## src/hw/cache_geom_pkg.sv

```systemverilog
package cache_geom_pkg;

	// byte address from the cpu
	localparam int addr_w = 27;

	// one cpu data word
	localparam int word_w = 32;

	// four words make one line
	localparam int words_per_line = 4;
	localparam int offset_w = 2;

	// byte lane bits, never decoded, words only
	localparam int byte_off_w = 2;

	// 1024 lines, direct mapped
	localparam int index_w = 10;

	// what is left of the address above index and offset
	localparam int tag_w = addr_w - index_w - offset_w - byte_off_w;

	// full line as stored and moved on the memory bus
	localparam int line_w = words_per_line * word_w;

	// flat view for the memory bus, word view for select and merge
	// words[0] sits in the low 32 bits
	typedef union packed {
		logic [line_w-1:0] flat;
		logic [words_per_line-1:0][word_w-1:0] words;
	} line_t;

endpackage

```

## src/hw/bus_pkg.sv

```systemverilog
package bus_pkg;

	// memory bus moves whole lines
	// address drops the low four byte bits of a line
	localparam int mem_adr_w = 23;
	localparam int mem_dat_w = 128;

	// cpu side FSM in the front end
	localparam int fe_state_w = 2;
	localparam logic [fe_state_w-1:0] fe_idle = 2'd0;
	localparam logic [fe_state_w-1:0] fe_lookup = 2'd1;
	localparam logic [fe_state_w-1:0] fe_check = 2'd2;
	localparam logic [fe_state_w-1:0] fe_wait = 2'd3;

	// memory side FSM in the port engine
	localparam int mp_state_w = 2;
	localparam logic [mp_state_w-1:0] mp_idle = 2'd0;
	localparam logic [mp_state_w-1:0] mp_write = 2'd1;
	localparam logic [mp_state_w-1:0] mp_turn = 2'd2;
	localparam logic [mp_state_w-1:0] mp_read = 2'd3;

endpackage

```

## src/hw/cache_frontend.sv

```systemverilog
module cache_frontend (
	input  logic clk,
	input  logic rstn,

	// cpu wishbone slave
	input  logic cyc,
	input  logic stb,
	input  logic we,
	input  logic [cache_geom_pkg::addr_w-1:0] adr,
	input  logic [cache_geom_pkg::word_w-1:0] dat_w,
	output logic [cache_geom_pkg::word_w-1:0] dat_r,
	output logic ack,

	// line store
	output logic [cache_geom_pkg::index_w-1:0] rd_index,
	input  logic [cache_geom_pkg::tag_w-1:0] rd_tag,
	input  logic rd_valid,
	input  logic rd_dirty,
	input  cache_geom_pkg::line_t rd_line,
	output logic wr_en,
	output logic [cache_geom_pkg::index_w-1:0] wr_index,
	output logic [cache_geom_pkg::tag_w-1:0] wr_tag,
	output cache_geom_pkg::line_t wr_line,
	output logic wr_dirty,

	// miss jobs to the memory port
	output logic job_start,
	output logic job_evict,
	output logic [bus_pkg::mem_adr_w-1:0] evict_adr,
	output logic [cache_geom_pkg::line_w-1:0] evict_line,
	output logic [bus_pkg::mem_adr_w-1:0] fill_adr,
	input  logic job_done,
	input  logic [cache_geom_pkg::line_w-1:0] fill_line
);
	import cache_geom_pkg::*;
	import bus_pkg::*;

	logic [fe_state_w-1:0] state;
	logic [tag_w-1:0] req_tag;
	logic [index_w-1:0] req_index;
	logic [offset_w-1:0] req_word;
	logic hit;
	line_t merged;

	// address split, master holds adr until ack
	assign req_tag = adr[addr_w-1 -: tag_w];
	assign req_index = adr[byte_off_w + offset_w +: index_w];
	assign req_word = adr[byte_off_w +: offset_w];

	// store output belongs to adr once in fe_check
	assign hit = rd_valid && (rd_tag == req_tag);

	assign rd_index = req_index;
	assign wr_index = req_index;
	assign wr_tag = req_tag;

	// stored line with the cpu word dropped in
	always_comb begin
		merged = rd_line;
		merged.words[req_word] = dat_w;
	end

	// two writers into the store
	// write hit marks dirty, fill goes in clean
	always_comb begin
		wr_en = 1'b0;
		wr_line = merged;
		wr_dirty = 1'b1;
		if (state == fe_check && hit && we) begin
			wr_en = 1'b1;
		end else if (state == fe_wait && job_done) begin
			wr_en = 1'b1;
			wr_line.flat = fill_line;
			wr_dirty = 1'b0;
		end
	end

	// request sequencing
	// idle -> lookup (store read) -> check -> ack or job
	always_ff @(posedge clk) begin
		if (!rstn) begin
			state <= fe_idle;
			ack <= 1'b0;
			job_start <= 1'b0;
		end else begin
			ack <= 1'b0;
			job_start <= 1'b0;
			case (state)
				fe_idle: begin
					// stb still high in the ack cycle, skip it
					if (cyc && stb && !ack) begin
						state <= fe_lookup;
					end
				end
				fe_lookup: begin
					state <= fe_check;
				end
				fe_check: begin
					if (hit) begin
						ack <= 1'b1;
						state <= fe_idle;
					end else begin
						job_start <= 1'b1;
						state <= fe_wait;
					end
				end
				default: begin
					// fill installed this cycle, look again
					if (job_done) begin
						state <= fe_lookup;
					end
				end
			endcase
		end
	end

	// read data and job payload, only fe_check loads them
	always_ff @(posedge clk) begin
		if (state == fe_check) begin
			dat_r <= rd_line.words[req_word];
			job_evict <= rd_valid && rd_dirty;
			// victim line address from its own tag
			evict_adr <= {rd_tag, req_index};
			evict_line <= rd_line.flat;
			fill_adr <= adr[addr_w-1 : byte_off_w + offset_w];
		end
	end

endmodule

```

## config.mk

```make
export PLATFORM = sky130hd
export DESIGN_NAME = cache_frontend
export DESIGN_NICKNAME = d
export VERILOG_FILES = /design/src/hw/cache_geom_pkg.sv /design/src/hw/bus_pkg.sv /design/src/hw/cache_frontend.sv
export SDC_FILE = /design/constraint.sdc
export NUM_CORES = 1
export LEC_CHECK = 0
export BUFFER_PORTS_ARGS = -buffer_cell sky130_fd_sc_hd__buf_2
export CAP_MARGIN = 20
export CORE_AREA = 4 4 270 272
export DETAILED_ROUTE_END_ITERATION = 7
export DIE_AREA = 0 0 274 276
export PLACE_DENSITY = 0.33
export SYNTH_ARGS = -nofsm -noshare
export SYNTH_HDL_FRONTEND = slang
export SYNTH_SLANG_ARGS = --single-unit
export TNS_END_PERCENT = 100
```

## constraint.sdc

```tcl
create_clock -name clk -period 10.2 [get_ports clk]
set_clock_uncertainty 0.05 [all_clocks]
set_input_delay 0.51 -clock clk [delete_from_list [all_inputs] [get_ports clk]]
set_output_delay 0.51 -clock clk [all_outputs]
set_load 0.05 [all_outputs]
```

Word-level counts from Yosys, hierarchy flattened. Cells that the tools add are included.

Input bits: 336. Word-level logic and storage cells: 45. Bits in registers: 211.

Order comparisons: 2. Equality and inequality tests: 5. Reduce and logical (&&, ||, !) cells: 13. Mux-type cells: 17.

Operators with widths (number): two-way mux 128 bit (2); bitwise mux 128 bit (1); binary-select mux 32 bit (select 2 bit) (1); demux 32 bit (select 2 bit) (1); two-way mux 32 bit (2); equality test 13 bit (1); logical AND 1 bit (8); two-way mux 1 bit (6); two-way mux 2 bit (3); one-hot mux 2 bit (3 select lines) (1); equality test 2 bit (second input constant) (2); AND reduction 2 bit (2); nonzero test 4 bit (1); < comparator 2 x 3 -> 1 bit (second input constant) (1); equality test 2 x 1 -> 1 bit (second input constant) (1); >= comparator 2 x 1 -> 1 bit (second input constant) (1); logical NOT 2 bit (1); != test 2 bit (second input constant) (1); logical NOT 1 bit (1).

Depth between registers and ports, before layout.
Depth after elaboration: 7. Depth in mapped cells: 7. Depth with buffers taken out: 7.

Worst setup path before layout. Ideal clock, no wire load.

Path kind: reg-to-output. Start: register state[0]. End: output port wr_line[85] in the netlist's numbering. Data required time: 9.640 ns. Cell stages (with the launch flop): 8. Path slack: 2.657 ns. Buffers on the path: 2. Data arrival time: 6.983 ns. Path through: dfxtp_1 -> inv_1 -> ha_1 -> nand2_1 -> o311ai_4 -> buf_6 -> buf_6 -> mux2_2.

RTL lines: start: declaration (line cache_frontend.sv:38) `logic [fe_state_w-1:0] state;`; start signal: assignment (line cache_frontend.sv:82) `state <= fe_idle;`; start signal: assignment (line cache_frontend.sv:92) `state <= fe_lookup;`; start signal: assignment (line cache_frontend.sv:96) `state <= fe_check;`; end: declaration (line cache_frontend.sv:23) `output cache_geom_pkg::line_t wr_line,`.

==> impl_metrics.env <==
export IMPL_netlist_instances=617
export IMPL_setup_tns_ps=0
export IMPL_p_comb_share_pct=23.4
export IMPL_die_y_um=276
export IMPL_multi_input_area_um2=4338
export IMPL_clk_latency_ps=560
export IMPL_core_um2=70750
export IMPL_syn_num_nets=957
export IMPL_whs_ps=99.81
export IMPL_min_delay_worst_endpoint="evict_adr[10]"
export IMPL_leakagePower_uw=0.007000
export IMPL_hp_class="in -> reg"
export IMPL_report_final_setup_viol=0
export IMPL_cts_hold_buffers=0
export IMPL_synth_seq_area_share_pct=54.61
export IMPL_cts_setup_buffers=0
export IMPL_r2r_cells=4
export IMPL_portBuffers=705
export IMPL_dieArea_um2=75620
export IMPL_cts_buffer_depth=3
export IMPL_ant_nets=0
export IMPL_crit_type="reg -> out"
export IMPL_avgViaCountPerCell=3.667
export IMPL_seqCellArea_um2=5996
export IMPL_synth_warnings=0
export IMPL_ir_drop_mv=0.1052
export IMPL_max_cap_viol_count=0
export IMPL_wirelength_um=49590
export IMPL_p_sw_share_pct=31.06
export IMPL_synthArstFlopShare_pct=0
export IMPL_outcome="finished clean"
export IMPL_first_pass_iters=4
export IMPL_layout_nets=1622
export IMPL_cts_resized=0
export IMPL_cp_required_ps=9640
export IMPL_setup_worst_path_start_class="flop"
export IMPL_power_internal_uw=1671
export IMPL_h_tree_depth=1
export IMPL_place_hpwl_um=39170
export IMPL_final_util_pct=22.64
export IMPL_synth_distinct_cells=31
export IMPL_grt_pass1_vias=9106
export IMPL_timing_rr_start="state[0]"
export IMPL_drt_first_iter_violations=319
export IMPL_period_share_pct=43.78
export IMPL_power_switching_uw=752.8
export IMPL_grt_pass1_wl_um=68480
export IMPL_worst_path_max_fanout=51
export IMPL_yosysMostFrequentCell="edfxtp_1"
export IMPL_tightest_slew_ps=960.1
export IMPL_io_pins=708
export IMPL_relSlewSlack_pct=35.99
export IMPL_track_usage_pct=12.33
export IMPL_ff2ff_setup_slack_ps=7330
export IMPL_ys_top_cells_by_count="197 x edfxtp_1, 156 x mux2_2, 100 x mux2_4"
export IMPL_timing_hold_violations_final=0
export IMPL_syn_area_per_cell_um2=17.79
export IMPL_drv_slew=0
export IMPL_wire_per_inst_um=21.98
export IMPL_antenna_found_initial=4
export IMPL_cts_clk_slew_worst_paths_ps=60
export IMPL_initial_utilization_pct=15.52
export IMPL_tritoncts="done"
export IMPL_r2r_end="evict_adr[5]"
export IMPL_hp_start="rd_tag[0]"
export IMPL_synth_top_area_share_pct=53.88
export IMPL_ys_flop_type="edfxtp_1"
export IMPL_yosys_top_cells_area="edfxtp_1 54%, mux2_2 16%, mux2_4 14%, mux4_2 6.6%, buf_4 3.0%"
export IMPL_drc=0
export IMPL_pwr_share_seq_pct=38.3
export IMPL_rsz0062_at_grt="false"
export IMPL_fin_crit_ps=4466
export IMPL_drive_gt1_share_pct=80.66
export IMPL_synth_edf_count=197
export IMPL_cp_arrival_ps=3910
export IMPL_fmax_mhz=223.9
export IMPL_grt_max_degree=67
export IMPL_syn_to_final_growth_pct=45.87
export IMPL_clockRootBuffer="clkbuf_16"
export IMPL_rows=98
export IMPL_syn_area_um2=10980
export IMPL_clkSinkCount=201
export IMPL_clock_power_share_pct=38.3
export IMPL_synth_seq_cells=201
export IMPL_power_density_nw_per_um2=151.4
export IMPL_dieWidth_um=274
export IMPL_cts_buffers=27
export IMPL_min_path_cells=1
export IMPL_synth_top_area_cell="edfxtp_1"
export IMPL_nFillCells=7649
export IMPL_endpoint_kind="output pin"
export IMPL_overflow=0
export IMPL_gp_congestion=0.8088
export IMPL_num_vias=8272
## power by group through the flow
stage / clock, uW / sequential (uW) / combinational (uW)
floorplan: 0 / 991 / 344
global placement: 0 / 947 / 577
detailed placement: 0 / 947 / 575
CTS: 979 / 929 / 577
global route: 1010 / 930 / 598
finish: 927 / 929 / 567
## area by class of cell
| type | count | area share (%) |
|---|---|---|
| well taps | 950 | 7.422 |
| flip-flops and latches | 201 | 37.44 |
| clock buffers | 35 | 4.531 |
| clock inverters | 15 | 0.8047 |
| inverters | 6 | 0.1406 |
| repair buffers | 715 | 22.53 |
| multi-input cells | 331 | 27.09 |
| diodes | 3 | 0.04687 |
## layer usage
metal | vias to the layer above | track usage, % | routed length, um
met5 | - | 0 | 0
met4 | 0 | 3.022 | 1114
met3 | 51 | 3.150 | 3650
met2 | 346 | 23.36 | 26500
met1 | 4131 | 13.61 | 18330
li1 | 3744 | - | -
## worst max-delay path, stage by stage (launching register included)
cell,delay (ps)
dfxtp_1,340
inv_1,140
ha_4,390
nand2_1,150
o311ai_4,220
buf_4,490
buf_4,760
mux2_2,450
buf_2,250
## sequential cells by signal (all words and copies together), names as in the netlist
| signal | count |
|---|---|
| evict_line | 128 |
| fill_adr | 13 |
| state | 2 |
| ack | 1 |
| job_evict | 1 |
| dat_r | 32 |
| evict_adr | 23 |
| job_start | 1 |
## how the worst max path moves through the flow
stage                        end  slack, ps      from
floorplan            wr_line[85]       2660  state[0]
global placement    wr_line[118]       5750   adr[22]
detailed placement  wr_line[109]       5740   adr[22]
CTS                 wr_line[118]       5590  state[0]
global route        wr_line[109]       5490  state[0]
finish              wr_line[109]       5730  state[0]
## layout by cell type (no fill, tap or decap), drive strengths merged, types with 6 or more instances in the layout
cell type and count:
buf 715, clkbuf 35, clkinv 12, edfxtp 197
inv 7, mux2 256, mux4 32, xnor2 6
## logic make-up (layout without fill, tap and decap cells)
family | count (synthesis) | in the layout | share of synthesized area, %
and+or+nand+nor | 18 | 18 | 0.8889
muxes | 288 | 288 | 36.24
buffers and inverters | 85 | 771 | 6.177
other | 0 | 3 | 0
DFF | 201 | 201 | 54.61
AOI/OAI and AO/OA | 11 | 11 | 0.8319
xor gates and xnor gates | 10 | 10 | 0.7977
adders and majority gates | 4 | 4 | 0.4559
## metrics by stage
stage | total power, uW | worst slack, ps | instances | area [um^2]
after floorplan | 1335 | 2657 | 617 | 10980
after global placement | 1524 | 5746 | 2203 | 15150
after detailed placement | 1522 | 5742 | 2203 | 15150
after CTS | 2486 | 5591 | 2253 | 16010
after global routing | 2541 | 5486 | 2256 | 16020
final | 2424 | 5734 | 2256 | 16020
No activity file was read; power rests on OpenSTA's default activity.
