===== config.mk =====
export PLATFORM = sky130hd
export DESIGN_NAME = mem_port
export DESIGN_NICKNAME = d
export VERILOG_FILES = /design/src/hw/bus_pkg.sv /design/src/hw/mem_port.sv
export SDC_FILE = /design/constraint.sdc
export NUM_CORES = 1
export LEC_CHECK = 0
export ABC_AREA = 1
export BUFFER_PORTS_ARGS = -buffer_cell sky130_fd_sc_hd__buf_4
export CORE_AREA = 4 4 230 232
export CTS_BUF_LIST = sky130_fd_sc_hd__clkbuf_4
export DETAILED_ROUTE_END_ITERATION = 16
export DIE_AREA = 0 0 234 236
export GPL_ROUTABILITY_DRIVEN = 0
export PLACE_DENSITY = 0.51
export SYNTH_ARGS = -nofsm -noshare
export SYNTH_HDL_FRONTEND = slang
export SYNTH_SLANG_ARGS = --single-unit

===== constraint.sdc =====
create_clock -name clk -period 3.78 [get_ports clk]
set_clock_uncertainty 0.1 [all_clocks]
set_input_delay 0.567 -clock clk [delete_from_list [all_inputs] [get_ports clk]]
set_output_delay 0.567 -clock clk [all_outputs]
set_load 0.01 [all_outputs]

===== src/hw/bus_pkg.sv =====
package bus_pkg;

	// memory bus moves whole lines
	// address drops the low four byte bits of a line
	localparam int mem_adr_w = 23;
	localparam int mem_dat_w = 128;

	// cpu side FSM in the front end
	localparam int fe_state_w = 2;
	localparam logic [fe_state_w-1:0] fe_idle = 2'd0;
	localparam logic [fe_state_w-1:0] fe_lookup = 2'd1;
	localparam logic [fe_state_w-1:0] fe_check = 2'd2;
	localparam logic [fe_state_w-1:0] fe_wait = 2'd3;

	// memory side FSM in the port engine
	localparam int mp_state_w = 2;
	localparam logic [mp_state_w-1:0] mp_idle = 2'd0;
	localparam logic [mp_state_w-1:0] mp_write = 2'd1;
	localparam logic [mp_state_w-1:0] mp_turn = 2'd2;
	localparam logic [mp_state_w-1:0] mp_read = 2'd3;

endpackage


===== src/hw/mem_port.sv =====
module mem_port (
	input  logic clk,
	input  logic rstn,

	// job from the front end
	input  logic job_start,
	input  logic job_evict,
	input  logic [bus_pkg::mem_adr_w-1:0] evict_adr,
	input  logic [bus_pkg::mem_dat_w-1:0] evict_line,
	input  logic [bus_pkg::mem_adr_w-1:0] fill_adr,
	output logic job_done,
	output logic [bus_pkg::mem_dat_w-1:0] fill_line,

	// wishbone master, one line per transfer
	output logic mem_cyc,
	output logic mem_stb,
	output logic mem_we,
	output logic [bus_pkg::mem_adr_w-1:0] mem_adr,
	output logic [bus_pkg::mem_dat_w-1:0] mem_dat_w,
	input  logic [bus_pkg::mem_dat_w-1:0] mem_dat_r,
	input  logic mem_ack
);
	import bus_pkg::*;

	logic [mp_state_w-1:0] state;

	// bus control
	// eviction first, then one idle cycle, then the fill read
	always_ff @(posedge clk) begin
		if (!rstn) begin
			state <= mp_idle;
			mem_cyc <= 1'b0;
			mem_stb <= 1'b0;
			mem_we <= 1'b0;
			job_done <= 1'b0;
		end else begin
			job_done <= 1'b0;
			case (state)
				mp_idle: begin
					if (job_start) begin
						mem_cyc <= 1'b1;
						mem_stb <= 1'b1;
						mem_we <= job_evict;
						state <= job_evict ? mp_write : mp_read;
					end
				end
				mp_write: begin
					// hold everything until the slave acks
					if (mem_ack) begin
						mem_cyc <= 1'b0;
						mem_stb <= 1'b0;
						mem_we <= 1'b0;
						state <= mp_turn;
					end
				end
				mp_turn: begin
					// cyc was low for one cycle, start the read
					mem_cyc <= 1'b1;
					mem_stb <= 1'b1;
					state <= mp_read;
				end
				default: begin
					if (mem_ack) begin
						mem_cyc <= 1'b0;
						mem_stb <= 1'b0;
						job_done <= 1'b1;
						state <= mp_idle;
					end
				end
			endcase
		end
	end

	// address and data
	// loaded only when a cycle opens, stable through the wait
	always_ff @(posedge clk) begin
		if (state == mp_idle && job_start) begin
			mem_adr <= job_evict ? evict_adr : fill_adr;
			mem_dat_w <= evict_line;
		end else if (state == mp_turn) begin
			mem_adr <= fill_adr;
		end
		// fill line sampled with the read ack
		if (state == mp_read && mem_ack) begin
			fill_line <= mem_dat_r;
		end
	end

endmodule


[After elaboration in Yosys (flattened, before gate mapping)]
Cells that the tools add are included.
Operators by class
  equality and inequality tests: 5
  mux-type cells: 14
  bitwise gates (word level): 1
  reductions and logical operators: 10
Operator list (count)
  23-bit two-way mux: 3
  2-bit two-way mux: 4
  2-bit case mux with 3 select lines: 1
  3-bit AND reduction: 2
  2-bit == test, second input constant: 2
  1-bit two-way mux: 4
  2-bit inequality test, second input constant: 2
  1-bit case mux with 2 select lines: 2
  2-bit nonzero test: 2
  4-bit OR reduction: 1
  3-bit nonzero test: 1
  2-bit by 1-bit == test with 1-bit output, second input constant: 1
  1-bit logical AND: 2
  2-bit logical NOT: 1
  2-bit AND reduction: 1
  1-bit inverter: 1
Storage, ports and cells
  bits in registers: 284
  input port bits: 307
  output and inout bits: 283
  logic and storage cells: 37

[Depth between registers and ports, before layout]
Gate-level depths: netlist (run 1).
  depth after elaboration: 3
  gate-level depth with buffers: 8
  mapped depth without buffers: 8

[Least setup slack after synthesis (run 1)]
No wires, ideal clock.
  kind: input port to flip-flop
  start: input port mem_ack
  end: register fill_line[0] (netlist bit) (enable)
  arrival: 3.077 ns
  data required time: 3.199 ns
  setup slack: 0.122 ns
  stages on the path: 2
  cells stage by stage: nand2_1 > inv_1
On the way
  longest elaborated chain between the ends: 1
Ends and longest elaborated chain
  from (decl): line mem_port.sv:21  | input logic mem_ack
  1-bit logical AND: line mem_port.sv:84  | if (state == mp_read && mem_ack) begin
  to (signal assigned): line mem_port.sv:85  | fill_line <= mem_dat_r;
  to (decl): line mem_port.sv:12  | output logic [bus_pkg::mem_dat_w-1:0] fill_line,
No other way between the ends.
A chain may end at the register's enable or synchronous reset.

[Worst setup path after layout (run 1)]
  start: register state[0]
  end: register mem_adr[17] (netlist bit), data pin
On the way
  longest elaborated chain between the ends: 3
Ends and longest elaborated chain
  from (decl): line mem_port.sv:25  | logic [mp_state_w-1:0] state;
  from (signal assigned): line mem_port.sv:31  | state <= mp_idle;
  from (signal assigned): line mem_port.sv:44  | state <= job_evict ? mp_write : mp_read;
  from (signal assigned): line mem_port.sv:53  | state <= mp_turn;
  2-bit logical NOT: line mem_port.sv:77  | if (state == mp_idle && job_start) begin
  1-bit logical AND: line mem_port.sv:77
  23-bit two-way mux: line mem_port.sv:77
  to (signal assigned): line mem_port.sv:78  | mem_adr <= job_evict ? evict_adr : fill_adr;
  to (signal assigned): line mem_port.sv:81  | mem_adr <= fill_adr;
  to (decl): line mem_port.sv:18  | output logic [bus_pkg::mem_adr_w-1:0] mem_adr,
No other way between the ends.

==> metrics.md, run 1 <==
| Metric | Value |
|---|---|
| Crit path required time | between 4 and 5 ns |
| Place WS | about 1.5 ns |
| Synth Net Count | 716 |
| Ys async rst share | 0 |
| IO Pins | between 500 and 600 |
| IR drop worst, VDD | 0.304 mV |
| Register area share after synthesis | 0.934 |
| Top post-synthesis cells by area | edfxtp_1, nand2_1, nand3_1, dfxtp_1, ha_1 |
| Global-route wire length before repair | 51200 um |
| Clk sinks | between 200 and 300 |
| Warnings, synthesis | 0 |
| Fmax | between 400 and 500 MHz |
| Period minus WS final | roughly 2.4 ns |
| Setup Viol. Count Final | 0 |
| Area Overhead vs Synth | 104% |
| Die width | 234 um |
| Top_reg_cell synth | edfxtp_1 |
| Clock Latency Late Sink | 0.74 ns |
| CTS clk-pin slew, worst paths | 0.06 ns |
| HPWL after DPL | between 20000 and 30000 um |
| Pin count of the biggest net entering global routing | ~80 |
| Via count | 7607 |
| Mean post-synth cell area | roughly 22 sq um |
| Initial antenna violation count | 9 |
| Post-route ant nets | 0 |
| Die span in y | 236 um |
| Post-synth top cells | edfxtp_1, nand2_1, nand3_1, inv_1 |
| IO Port Bufs | between 500 and 600 |
| Worst setup path end | mem_adr[17] |
| CTS Root Cell | clkbuf_4 |
| RSZ-0062 raised after global routing | false |
| Post-route DRC | 0 |
| Max FO, Critical Path | 80 |
| Final hold violation count | 0 |
| Die footprint | 0.0552 sq mm |
| # fillers | ~4800 |
| Initial Utilization | 0.178 |
| Core ar. | between 0.05 and 0.06 sq mm |
| Gr usage total | 0.126 |
| Final net count | around 1700 |
| Post-synth top area share | 0.923 |
| CTS HTree Levels | 3 |
| Status | completed |
| WL/cell | 17.3 um |
| Cell Area, Synth | 0.00908 sq mm |
| Critical Path AT | 2.90 ns |
| Flops & latches, synth | ~280 |
| CTS buffer count | approximately 80 |
| EDFF count, synth | around 280 |
| Row count | 83 |
| Share of layout cells above drive strength 1 | 0.509 |
| Max_slew headroom | 0.498 |
| Synth cell types | 18 |
| Worst setup margin | 1.38 ns |
| Max Cap Viol | 0 |
| Vias in the first global route | between 8000 and 9000 |
| Setup CP Type | flip-flop to flip-flop |
| DRT iter0 DRCs | 249 |
| R2R depth | 8 |
| Drt pass-1 iters | 4 |
| Final wirelength | 36600 um |
| Critical Path End Type | flip-flop |
| Max Transition Viols Final | 0 |
| Worst Setup SP | state[0] |
| Most instantiated library cell after synthesis | edfxtp_1 |
| Worst Hold Slack | around 0.19 ns |
| Actual slew at the worst max-slew pin | 0.753 ns |
| Worst r2r src | state[0] |
| Setup_tns | 0 ns |
| Synth area leader | edfxtp_1 |
| Overflow after GRT | 0 |
| Clock Tree Buf Depth | 3 |
| Mean number of vias per cell | between 3 and 4 |
| Fin crit share | 0.635 |
| Leakage | roughly 7.8 nW |
| Worst reg2reg path endpoint | mem_adr[17] |
| Reg2reg setup slack | 1.38 ns |
| PD cells | around 520 mW/mm^2 |
| Crit path launch type | flip-flop |
| Worst Hold Class | primary input to flip-flop |
| CTS tree | built |
| Synthesized instance count | between 400 and 500 |
[final cells by class]
| class | count | area [sq um] | area share |
|---|---|---|---|
| sequential | 284 | 8480 | 0.458 |
| antenna | 7 | 17.5 | 0.000947 |
| timing repair buffer | 899 | 7520 | 0.407 |
| clock inverter | 23 | 208 | 0.0112 |
| inverter | 10 | 47.5 | 0.00257 |
| multi-input combinational | 102 | 494 | 0.0267 |
| clock buffer | 118 | 886 | 0.0479 |
| tap | 680 | 851 | 0.0460 |
[worst min path at each step]
| stage | start | end | cells past startpoint | slack [ns] |
|---|---|---|---|---|
| 6_report | job_start | mem_dat_w[40] | 3 | 0.19 |
| 5_1_grt | job_start | mem_dat_w[40] | 3 | 0.08 |
| 4_1_cts | job_start | mem_dat_w[40] | 3 | 0.02 |
| 3_5_place_dp | mem_we | mem_we | 2 | 0.35 |
| 3_3_place_gp | mem_we | mem_we | 2 | 0.34 |
| 2_1_floorplan | mem_we | mem_we | 2 | 0.37 |
[cells by family (layout without fill, tap and decap cells)]
kind of cell    Yosys count  after routing  synth area share
compound gates            6              6           0.00331
fa+ha+maj                 5              5           0.00689
buf+inv                  18           1050            0.0117
flops                   284            284             0.934
other cells               0              7                 0
simple gates             91             91            0.0442
[layout by cell type (no fill, tap or decap), drive strengths merged]
cell and count:
diode 7, nand3 26, dlygate4sd3 304, edfxtp 279, ha 5, clkinv 18, clkbuf 118, bufinv 4
nor2 4, dfxtp 5, clkinvlp 1, o21ai 1, buf 595, nor4 1, a21oi 5, nand2 59
or2 1, inv 10
[through the flow]
stage | cell area, sq um | std cells | power, mW | utilization
floorplan | 9080 | 404 | 5.06 | -
global placement | 14400 | 1671 | 6.28 | 0.281
detailed placement | 14400 | 1671 | 6.30 | 0.281
CTS | 18500 | 2116 | 9.76 | 0.363
global route | 18500 | 2120 | 10.1 | 0.363
finish | 18500 | 2123 | 9.56 | 0.363
[critical path: stages (launching register included)]
cell	delay, ns
dfxtp_1	0.34
inv_1	0.12
ha_1	0.25
nand2_2	0.11
inv_6	0.17
buf_12	0.34
nand3_1	0.15
nand2_1	0.09
dlygate4sd3_1	0.54
[metal layers]
metal	wire length (um)	part of all wire	global-route usage
met1	11900	0.33	0.117
met2	19400	0.53	0.232
met3	3840	0.10	0.0537
met4	1410	0.038	0.0646
met5	26	0.00071	0
[power by group]
group / internal (mW) / leakage, nW / total, mW / switching [mW]
Combinational: 1.10 / 4.49 / 2.20 / 1.10
Sequential: 4.15 / 2.63 / 4.33 / 0.178
Clock: 1.70 / 0.638 / 3.04 / 1.34
Total: 6.95 / 7.76 / 9.56 / 2.62
[state kept, by name (all words and copies together), names as in the netlist]
register   cells
fill_line    128
mem_dat_w    128
mem_adr       23
state          2
job_done       1
mem_stb        1
mem_we         1
[what timing repair did]
item / CTS / global route
buffers inserted: 0 / 0
endpoints found under the setup margin: 0 / 0
hold endpoints to repair: 284 / 0
hold buffers: 304 / 0
resized for setup: 0 / 0
Note: power is estimated with default switching activity, not from simulation.
==> run 2: changes to the inputs <==
Settings changed: ABC_AREA 1 to 0.
Clock period 3.78 ns to 2.2 ns, I/O delays scaled along.
==> metrics.md, run 2 <==
| Metric | Value |
|---|---|
| Via count | 7384 (was 7607) |
| Global-route wire length before repair | 49600 um (was 51200 um) |
| Clk sinks | 284 (unchanged) |
| Mean number of vias per cell | 3.58 (about the same) |
| Worst Hold Slack | 0.180 ns (was 0.190 ns) |
| Setup CP Type | flip-flop to flip-flop (unchanged) |
| Flops & latches, synth | 284 (unchanged) |
| Cell Area, Placed | 0.0145 sq mm (was 0.0144 sq mm) |
| Area Overhead vs Synth | 104% (about the same) |
| CTS tree | built (unchanged) |
| Place WS | 0.331 ns (was 1.53 ns) |
| Max Cap Viol | 0 (unchanged) |
| Final hold violation count | 0 (unchanged) |
| Actual slew at the worst max-slew pin | 0.577 ns (was 0.753 ns) |
| CTS HTree Levels | 3 (unchanged) |
| Design Area, Final | 0.0185 sq mm (about the same) |
| Die footprint | 0.0552 sq mm (unchanged) |
| Row count | 83 (unchanged) |
| Mean post-synth cell area | 26.5 sq um (was 22.5 sq um) |
| Critical Path End Type | flip-flop (unchanged) |
| Overflow after GRT | 0 (unchanged) |
| IO Pins | 590 (unchanged) |
| Synth area leader | edfxtp_1 (unchanged) |
| Final net count | 1639 (was 1690) |
| Worst Hold Class | primary input to flip-flop (unchanged) |
| CTS clk-pin slew, worst paths | 0.08 ns (was 0.06 ns) |
| Worst path slowest cell | dlygate4sd3_1 (unchanged) |
| Synth Net Count | 655 (was 716) |
| Worst setup margin | 0.200 ns (was 1.38 ns) |
| CTS buffer count | 78 (was 81) |
| Status | completed (unchanged) |
| PD cells | 843 mW/mm^2 (was 517 mW/mm^2) |
| Leakage | 7.67 nW (was 7.76 nW) |
| Critical Path AT | 2.54 ns (was 2.90 ns) |
| Buf/Inv on CP | 2 (was 4) |
| Post-synth top cells | edfxtp_1, mux2_4, dfxtp_1, ha_1, nor2b_1 (was edfxtp_1, nand2_1, nand3_1, inv_1) |
| DRT iter0 DRCs | 223 (was 249) |
| Die span in y | 236 um (unchanged) |
| Max_slew headroom | 0.615 (was 0.498) |
| Setup Viol. Count Final | 0 (unchanged) |
| WL/cell | 16.9 um (was 17.3 um) |
| IR drop worst, VDD | 0.393 mV (was 0.304 mV) |
| Max FO, Critical Path | 6 (was 80) |
| Reg2reg setup slack | 0.20 ns (was 1.38 ns) |
| HPWL after DPL | 24000 um (was 26100 um) |
| Cell Chain, Critical Path | inv_2 -> ha_4 -> nor2b_1 -> nor3_1 -> o21a_1 -> dlygate4sd3_1 (was inv_1 -> ha_1 -> nand2_2 -> inv_6 -> buf_12 -> nand3_1 -> nand2_1 -> dlygate4sd3_1) |
| Final wirelength | 34800 um (was 36600 um) |
| Most instantiated library cell after synthesis | edfxtp_1 (unchanged) |
| Drt pass-1 iters | 5 (was 4) |
| Crit path required time | 2.75 ns (was 4.28 ns) |
| Pin count of the biggest net entering global routing | 90 (was 81) |
| Top_reg_cell synth | edfxtp_1 (unchanged) |
| Max Transition Viols Final | 0 (unchanged) |
| Die width | 234 um (unchanged) |
| Post-route ant nets | 0 (unchanged) |
| Top post-synthesis cells by area | edfxtp_1, mux2_4, dfxtp_1, ha_1, mux2_2 (was edfxtp_1, nand2_1, nand3_1, dfxtp_1, ha_1) |
| Initial antenna violation count | 5 (was 9) |
| RSZ-0062 raised after global routing | false (unchanged) |
| Vias in the first global route | 8385 (was 8440) |
| Post-route DRC | 0 (unchanged) |
| Synthesized instance count | 343 (was 404) |
| Fmax | 500 MHz (was 417 MHz) |
| Ys async rst share | 0 (unchanged) |
| Final Power | 15.6 mW (was 9.56 mW) |
| Top Registers | fill_line (128), mem_dat_w (128), mem_adr (23) (unchanged) |
| Share of layout cells above drive strength 1 | 0.542 (was 0.509) |
| Gr usage total | 0.120 (was 0.126) |
| Cell Area, Synth | 0.00908 sq mm (about the same) |
| IO Port Bufs | 589 (unchanged) |
| Synth cell types | 24 (was 18) |
| CTS Root Cell | clkbuf_4 (unchanged) |
| Warnings, synthesis | 0 (unchanged) |
| Register area share after synthesis | 0.934 (about the same) |
| Period minus WS final | 2.00 ns (was 2.40 ns) |
| Crit path launch type | flip-flop (unchanged) |
| Commonest non-fill, non-tap cells in the layout | buf_4, dlygate4sd3_1, edfxtp_1 (unchanged) |
| Post-synth top area share | 0.923 (about the same) |
| Crit-path leading delay family | buffers and inverters (unchanged) |
| EDFF count, synth | 279 (unchanged) |
| Initial Utilization | 0.178 (about the same) |
| Crit path largest cell delay | 0.55 ns (was 0.54 ns) |
| Clock Tree Buf Depth | 3 (unchanged) |
| Commonest non-fill, non-tap cell in the layout | buf_4 (unchanged) |
| Clock Latency Late Sink | 0.76 ns (was 0.74 ns) |
| Core ar. | 0.0510 sq mm (unchanged) |
| Fin crit share | 0.909 (was 0.635) |
==> run 2: cell count changes after synthesis, sizes merged, moves of 3 or more <==
| cell | before | now |
|---|---|---|
| nand2 | 59 | 2 |
| nand3 | 26 | 0 |
| mux2 | 0 | 23 |
| inv | 10 | 2 |
| buf | 8 | 3 |
| a21oi | 5 | 1 |
| nor2b | 0 | 4 |
| nor3 | 0 | 3 |
==> run 2: area by class of cell <==
cell class | count | area [sq um]
Inverter | 2 | 7.51
Tap cell | 680 | 851
Timing Repair Buffer | 907 | 7630
Antenna cell | 3 | 7.51
Fill cell | 4801 | 32500
Clock buffer | 108 | 811
Sequential cell | 284 | 8480
Clock inverter | 24 | 115
Multi-Input combinational cell | 54 | 579
==> run 2: what timing repair did <==
item / CTS / global route
buffers inserted: 0 / 0
endpoints found under the hold margin: 286 / 0
gates resized for setup: 0 / 1
setup endpoints to repair: 0 / 1
hold buffers: 309 / 0
==> run 2: kinds of logic after synthesis <==
family / after synthesis / synth area share
multiplexers: 23 / 0.0368
adder cells (fa/ha/maj): 5 / 0.00689
AND/OR/NAND/NOR: 17 / 0.0114
AO/OA/AOI/OAI: 9 / 0.00703
flip-flops: 284 / 0.934
buffers and inverters: 5 / 0.00413
==> run 2: power by group <==
group | leakage (nW) | switching (mW) | internal, mW
clock network | 0.548 | 2.25 | 2.27
registers | 2.63 | 0.310 | 7.08
logic | 4.49 | 1.73 | 1.93
total | 7.67 | 4.30 | 11.3
==> run 2: final timing paths <==
path	startpoint	end	cells past startpoint
min	evict_line[103]	mem_dat_w[103]	2
max reg2reg	state[0]	state[0]	6
max	state[0]	state[0]	6
min reg2reg	state[1]	state[1]	2
==> run 2: layer usage <==
layer  GRT usage  up-vias  routed length, um
met3      0.0452       65               3530
met1       0.121     3491              12200
li1            -     3396                  -
met5           0        -                  0
met4      0.0646        0               1210
met2       0.211      432              17800
==> run 2: stage by stage <==
step | utilization | instances | setup TNS (ns)
4_1_cts | 0.362 | 2059 | 0
2_1_floorplan | - | 343 | -13.99
6_report | 0.363 | 2062 | 0
3_3_place_gp | 0.284 | 1618 | 0
5_1_grt | 0.363 | 2062 | 0
3_5_place_dp | 0.284 | 1618 | 0
==> run 2: worst register-to-register path: cells and delay by family (launching register included) <==
| family | cells | cell delay, ns |
|---|---|---|
| buffers and inverters | 2 | 0.65 |
| and+or+nand+nor | 2 | 0.45 |
| DFF | 1 | 0.34 |
| AOI/OAI and AO/OA | 1 | 0.19 |
| adders and majority gates | 1 | 0.15 |
==> run 3: changes to the inputs <==
--- a/config.mk
+++ b/config.mk
@@ -9,2 +9,3 @@
 export BUFFER_PORTS_ARGS = -buffer_cell sky130_fd_sc_hd__buf_4
+export CAP_MARGIN = 0
 export CORE_AREA = 4 4 230 232
==> constraint.sdc (replaced) <==
create_clock -name clk -period 2.2 [get_ports clk]
set_clock_uncertainty 0.1 [all_clocks]
set_input_delay 0.11 -clock clk [delete_from_list [all_inputs] [get_ports clk]]
set_output_delay 0.11 -clock clk [all_outputs]
set_load 0.01 [all_outputs]
==> metrics.md, run 3 <==
| Metric | Value |
|---|---|
| Post-synth top area share | 0.923 (unchanged) |
| CTS HTree Levels | 3 (unchanged) |
| Post-synthesis compound-gate area fraction | 0.00703 (unchanged) |
| Post-synth top cells | edfxtp_1, mux2_4, dfxtp_1, ha_1, nor2b_1 (unchanged) |
| IO Pins | 590 (unchanged) |
| Most instantiated library cell after synthesis | edfxtp_1 (unchanged) |
| Adder and majority gate portion of the synthesized area | 0.00689 (unchanged) |
| Flops & latches, synth | 284 (unchanged) |
| CTS buffer count | 80 (was 78) |
| Synth Area in XOR/XNOR | 0 (unchanged) |
| Tool Error | [ERROR RSZ-0060] Max buffer count reached. |
| HPWL after DPL | 24400 um (was 24000 um) |
| Top post-synthesis cells by area | edfxtp_1, mux2_4, dfxtp_1, ha_1, mux2_2 (unchanged) |
| CTS Root Cell | clkbuf_4 (unchanged) |
| Hold-fix buffers, CTS | 352 (was 309) |
| Register area share after synthesis | 0.934 (unchanged) |
| Initial Utilization | 0.178 (unchanged) |
| Synth cell types | 24 (unchanged) |
| Status | did not finish (was completed) |
| Die width | 234 um (unchanged) |
| Row count | 83 (unchanged) |
| Clock Tree Buf Depth | 3 (unchanged) |
| Simple-gate share of the synthesized area | 0.0114 (unchanged) |
| Synth Net Count | 655 (unchanged) |
| Clk sinks | 284 (unchanged) |
| Die span in y | 236 um (unchanged) |
| Top_reg_cell synth | edfxtp_1 (unchanged) |
| Failed at | 4_1_cts |
| Warnings, synthesis | 0 (unchanged) |
| Synthesized instance count | 343 (unchanged) |
| Post_cts resized | 0 (unchanged) |
| Post-CTS Setup Repair Bufs | 0 (unchanged) |
| EDFF count, synth | 279 (unchanged) |
| Mux contribution to synthesized area | 0.0368 (unchanged) |
| Synth area leader | edfxtp_1 (unchanged) |
| Mean post-synth cell area | 26.5 sq um (unchanged) |
| IO Port Bufs | 589 (unchanged) |
| Largest family of logic cells by synthesized area | multiplexers (unchanged) |
| Ys async rst share | 0 (unchanged) |
| Cell Area, Synth | 0.00908 sq mm (unchanged) |
[run 3: cell counts after synthesis]
Identical to the previous run, type by type.
[run 3: kinds of logic after synthesis]
family                     after synthesis
adders and majority gates                5
and+or+nand+nor                         17
buffers and inverters                    5
muxes                                   23
AOI/OAI and AO/OA                        9
DFF                                    284
[run 3: per-stage QoR]
| stage | instance area (sq um) | utilization | worst slack (ns) | hold WS [ns] | cells |
|---|---|---|---|---|---|
| 3_5_place_dp | 14500 | 0.284 | 0.347 | 0.189 | 1618 |
| 3_3_place_gp | 14500 | 0.284 | 0.370 | 0.188 | 1618 |
| 2_1_floorplan | 9100 | - | -0.331 | 0.109 | 343 |
==> run 4: changes to the inputs <==
Settings changed: CORE_AREA 4 4 230 232 to 4 4 226 228, CTS_BUF_LIST sky130_fd_sc_hd__clkbuf_4 to unset, DIE_AREA 0 0 234 236 to 0 0 230 232, PLACE_DENSITY 0.51 to unset, PLACE_DENSITY_LB_ADDON set to 0.15.
Clock period 2.2 ns to 2.85 ns, I/O delays scaled along.
==> metrics.md, run 4 (same netlist as run 2, synthesis figures left out) <==
| Metric | Value |
|---|---|
| Status | completed (was did not finish) |
| CTS tree | built |
| Actual slew at the worst max-slew pin | a little over 0.6 ns |
| Final net count | 1593 |
| IO Pins | 590 (unchanged) |
| Crit path launch type | flip-flop |
| CTS HTree Levels | 2 (was 3) |
| Cell Area, Placed | 0.0144 sq mm (was 0.0145 sq mm) |
| Crit path required time | around 3 ns |
| Hold path depth | 3 |
| CTS buffer count | 35 (was 80) |
| Leakage | around 7.6 nW |
| Drt pass-1 iters | 4 |
| Worst Hold Class | primary input to flip-flop |
| HPWL after DPL | 26500 um (was 24400 um) |
| WL/cell | approximately 18 um |
| Setup_tns | 0 ns |
| Share of layout cells above drive strength 1 | 0.516 |
| Gr usage total | 0.128 |
| Clock Latency Late Sink | approximately 0.53 ns |
| Via count | between 7000 and 8000 |
| Max_slew headroom | 0.595 |
| Max FO, Critical Path | 23 |
| Place WS | 0.650 ns (was 0.347 ns) |
| Core ar. | between 0.04 and 0.05 sq mm |
| Setup CP Type | flip-flop to flip-flop |
| PD cells | slightly below 700 mW/mm^2 |
| Top Registers | fill_line (128), mem_dat_w (128), mem_adr (23) |
| RSZ-0062 raised after global routing | false |
| Worst reg2reg path endpoint | mem_adr[4] |
| Mean number of vias per cell | between 3 and 4 |
| Reg2reg setup slack | about 0.21 ns |
| Worst Hold Slack | approximately 0.06 ns |
| Final wirelength | 35700 um |
| Post-route ant nets | 0 |
| CTS Root Cell | clkbuf_16 (was clkbuf_4) |
| Hold path start | job_start |
| DRT iter0 DRCs | about 280 |
| Pin count of the biggest net entering global routing | 61 |
| Inst Count DP | 1600 (was 1618) |
| Final hold violation count | 0 |
| Max Transition Viols Final | 0 |
| Die width | 230 um (was 234 um) |
| IR drop worst, VDD | ~0.44 mV |
| Fin util | 0.381 |
| Critical Path End Type | flip-flop |
| Worst r2r src | state[0] |
| Commonest non-fill, non-tap cells in the layout | buf_4, dlygate4sd3_1, edfxtp_1 |
| Clk sinks | 284 (unchanged) |
| Row count | 81 (was 83) |
| Critical Path AT | approximately 2.8 ns |
| Overflow after GRT | 0 |
| Design Area, Final | ~0.019 sq mm |
| Clock Tree Buf Depth | 3 (unchanged) |
| Fin crit share | 0.926 |
| R2R depth | 6 |
| Fmax | roughly 380 MHz |
| Hold EP | state[1] |
| IO Port Bufs | 589 (unchanged) |
| Final Power | 12.8 mW |
| Commonest non-fill, non-tap cell in the layout | buf_4 |
| Initial antenna violation count | 8 |
| Post-route DRC | 0 |
| Fin cells | approximately 2000 |
| Global-route wire length before repair | 50800 um |
| Initial Utilization | 0.186 (was 0.178) |
| Setup Viol. Count Final | 0 |
| Max Cap Viol | 0 |
| CTS clk-pin slew, worst paths | ~0.06 ns |
| Worst setup margin | 0.211 ns |
| Area Overhead vs Synth | 105% |
| Die footprint | 0.0534 sq mm |
| Vias in the first global route | 8000 |
| Die span in y | 232 um (was 236 um) |
| Period minus WS final | 2.64 ns |
==> run 4: power by group <==
group,switching [mW],internal [mW]
clock network,1.73,2.55
logic,1.35,1.54
registers,0.210,5.46
total,3.29,9.55
==> run 4: repair_timing <==
item                                    CTS  global route
setup buffers                             0             0
hold buffers                            308             0
resized for setup                         0             1
endpoints found under the setup margin    0            23
endpoints found under the hold margin   284             0
==> run 4: routing by layer <==
| layer | GRT usage | routed length, um |
|---|---|---|
| met5 | 0 | 17 |
| met4 | 0.0505 | 1110 |
| met3 | 0.0554 | 3710 |
| met2 | 0.241 | 19300 |
| met1 | 0.121 | 11600 |
==> run 4: area by class of cell <==
| type | instances | area, sq um |
|---|---|---|
| inverter | 2 | 7.51 |
| antenna | 5 | 12.5 |
| multi-input combinational | 54 | 576 |
| sequential | 284 | 8480 |
| fill | 4614 | 30200 |
| clock buffer | 42 | 945 |
| clock inverter | 17 | 150 |
| timing repair buffer | 904 | 7630 |
| tap | 664 | 831 |
==> run 4: worst max-delay path, stage by stage (launching register included) <==
cell	delay (ns)
dfxtp_1	0.33
inv_1	0.13
ha_1	0.24
and2_4	0.41
nand2_8	0.23
mux2_4	0.35
dlygate4sd3_1	0.57
==> run 4: worst max-delay path by stage <==
| stage | slack (ns) | cells after the start | start | endpoint |
|---|---|---|---|---|
| after floorplan | 0.22 | 2 | state[1] | fill_line[0] |
| after global placement | 0.69 | 5 | state[0] | mem_adr[2] |
| after detailed placement | 0.65 | 5 | state[0] | mem_adr[9] |
| after CTS | 0.05 | 6 | state[0] | mem_adr[5] |
| after global routing | 0.09 | 6 | state[0] | mem_adr[4] |
| final | 0.21 | 6 | state[0] | mem_adr[4] |
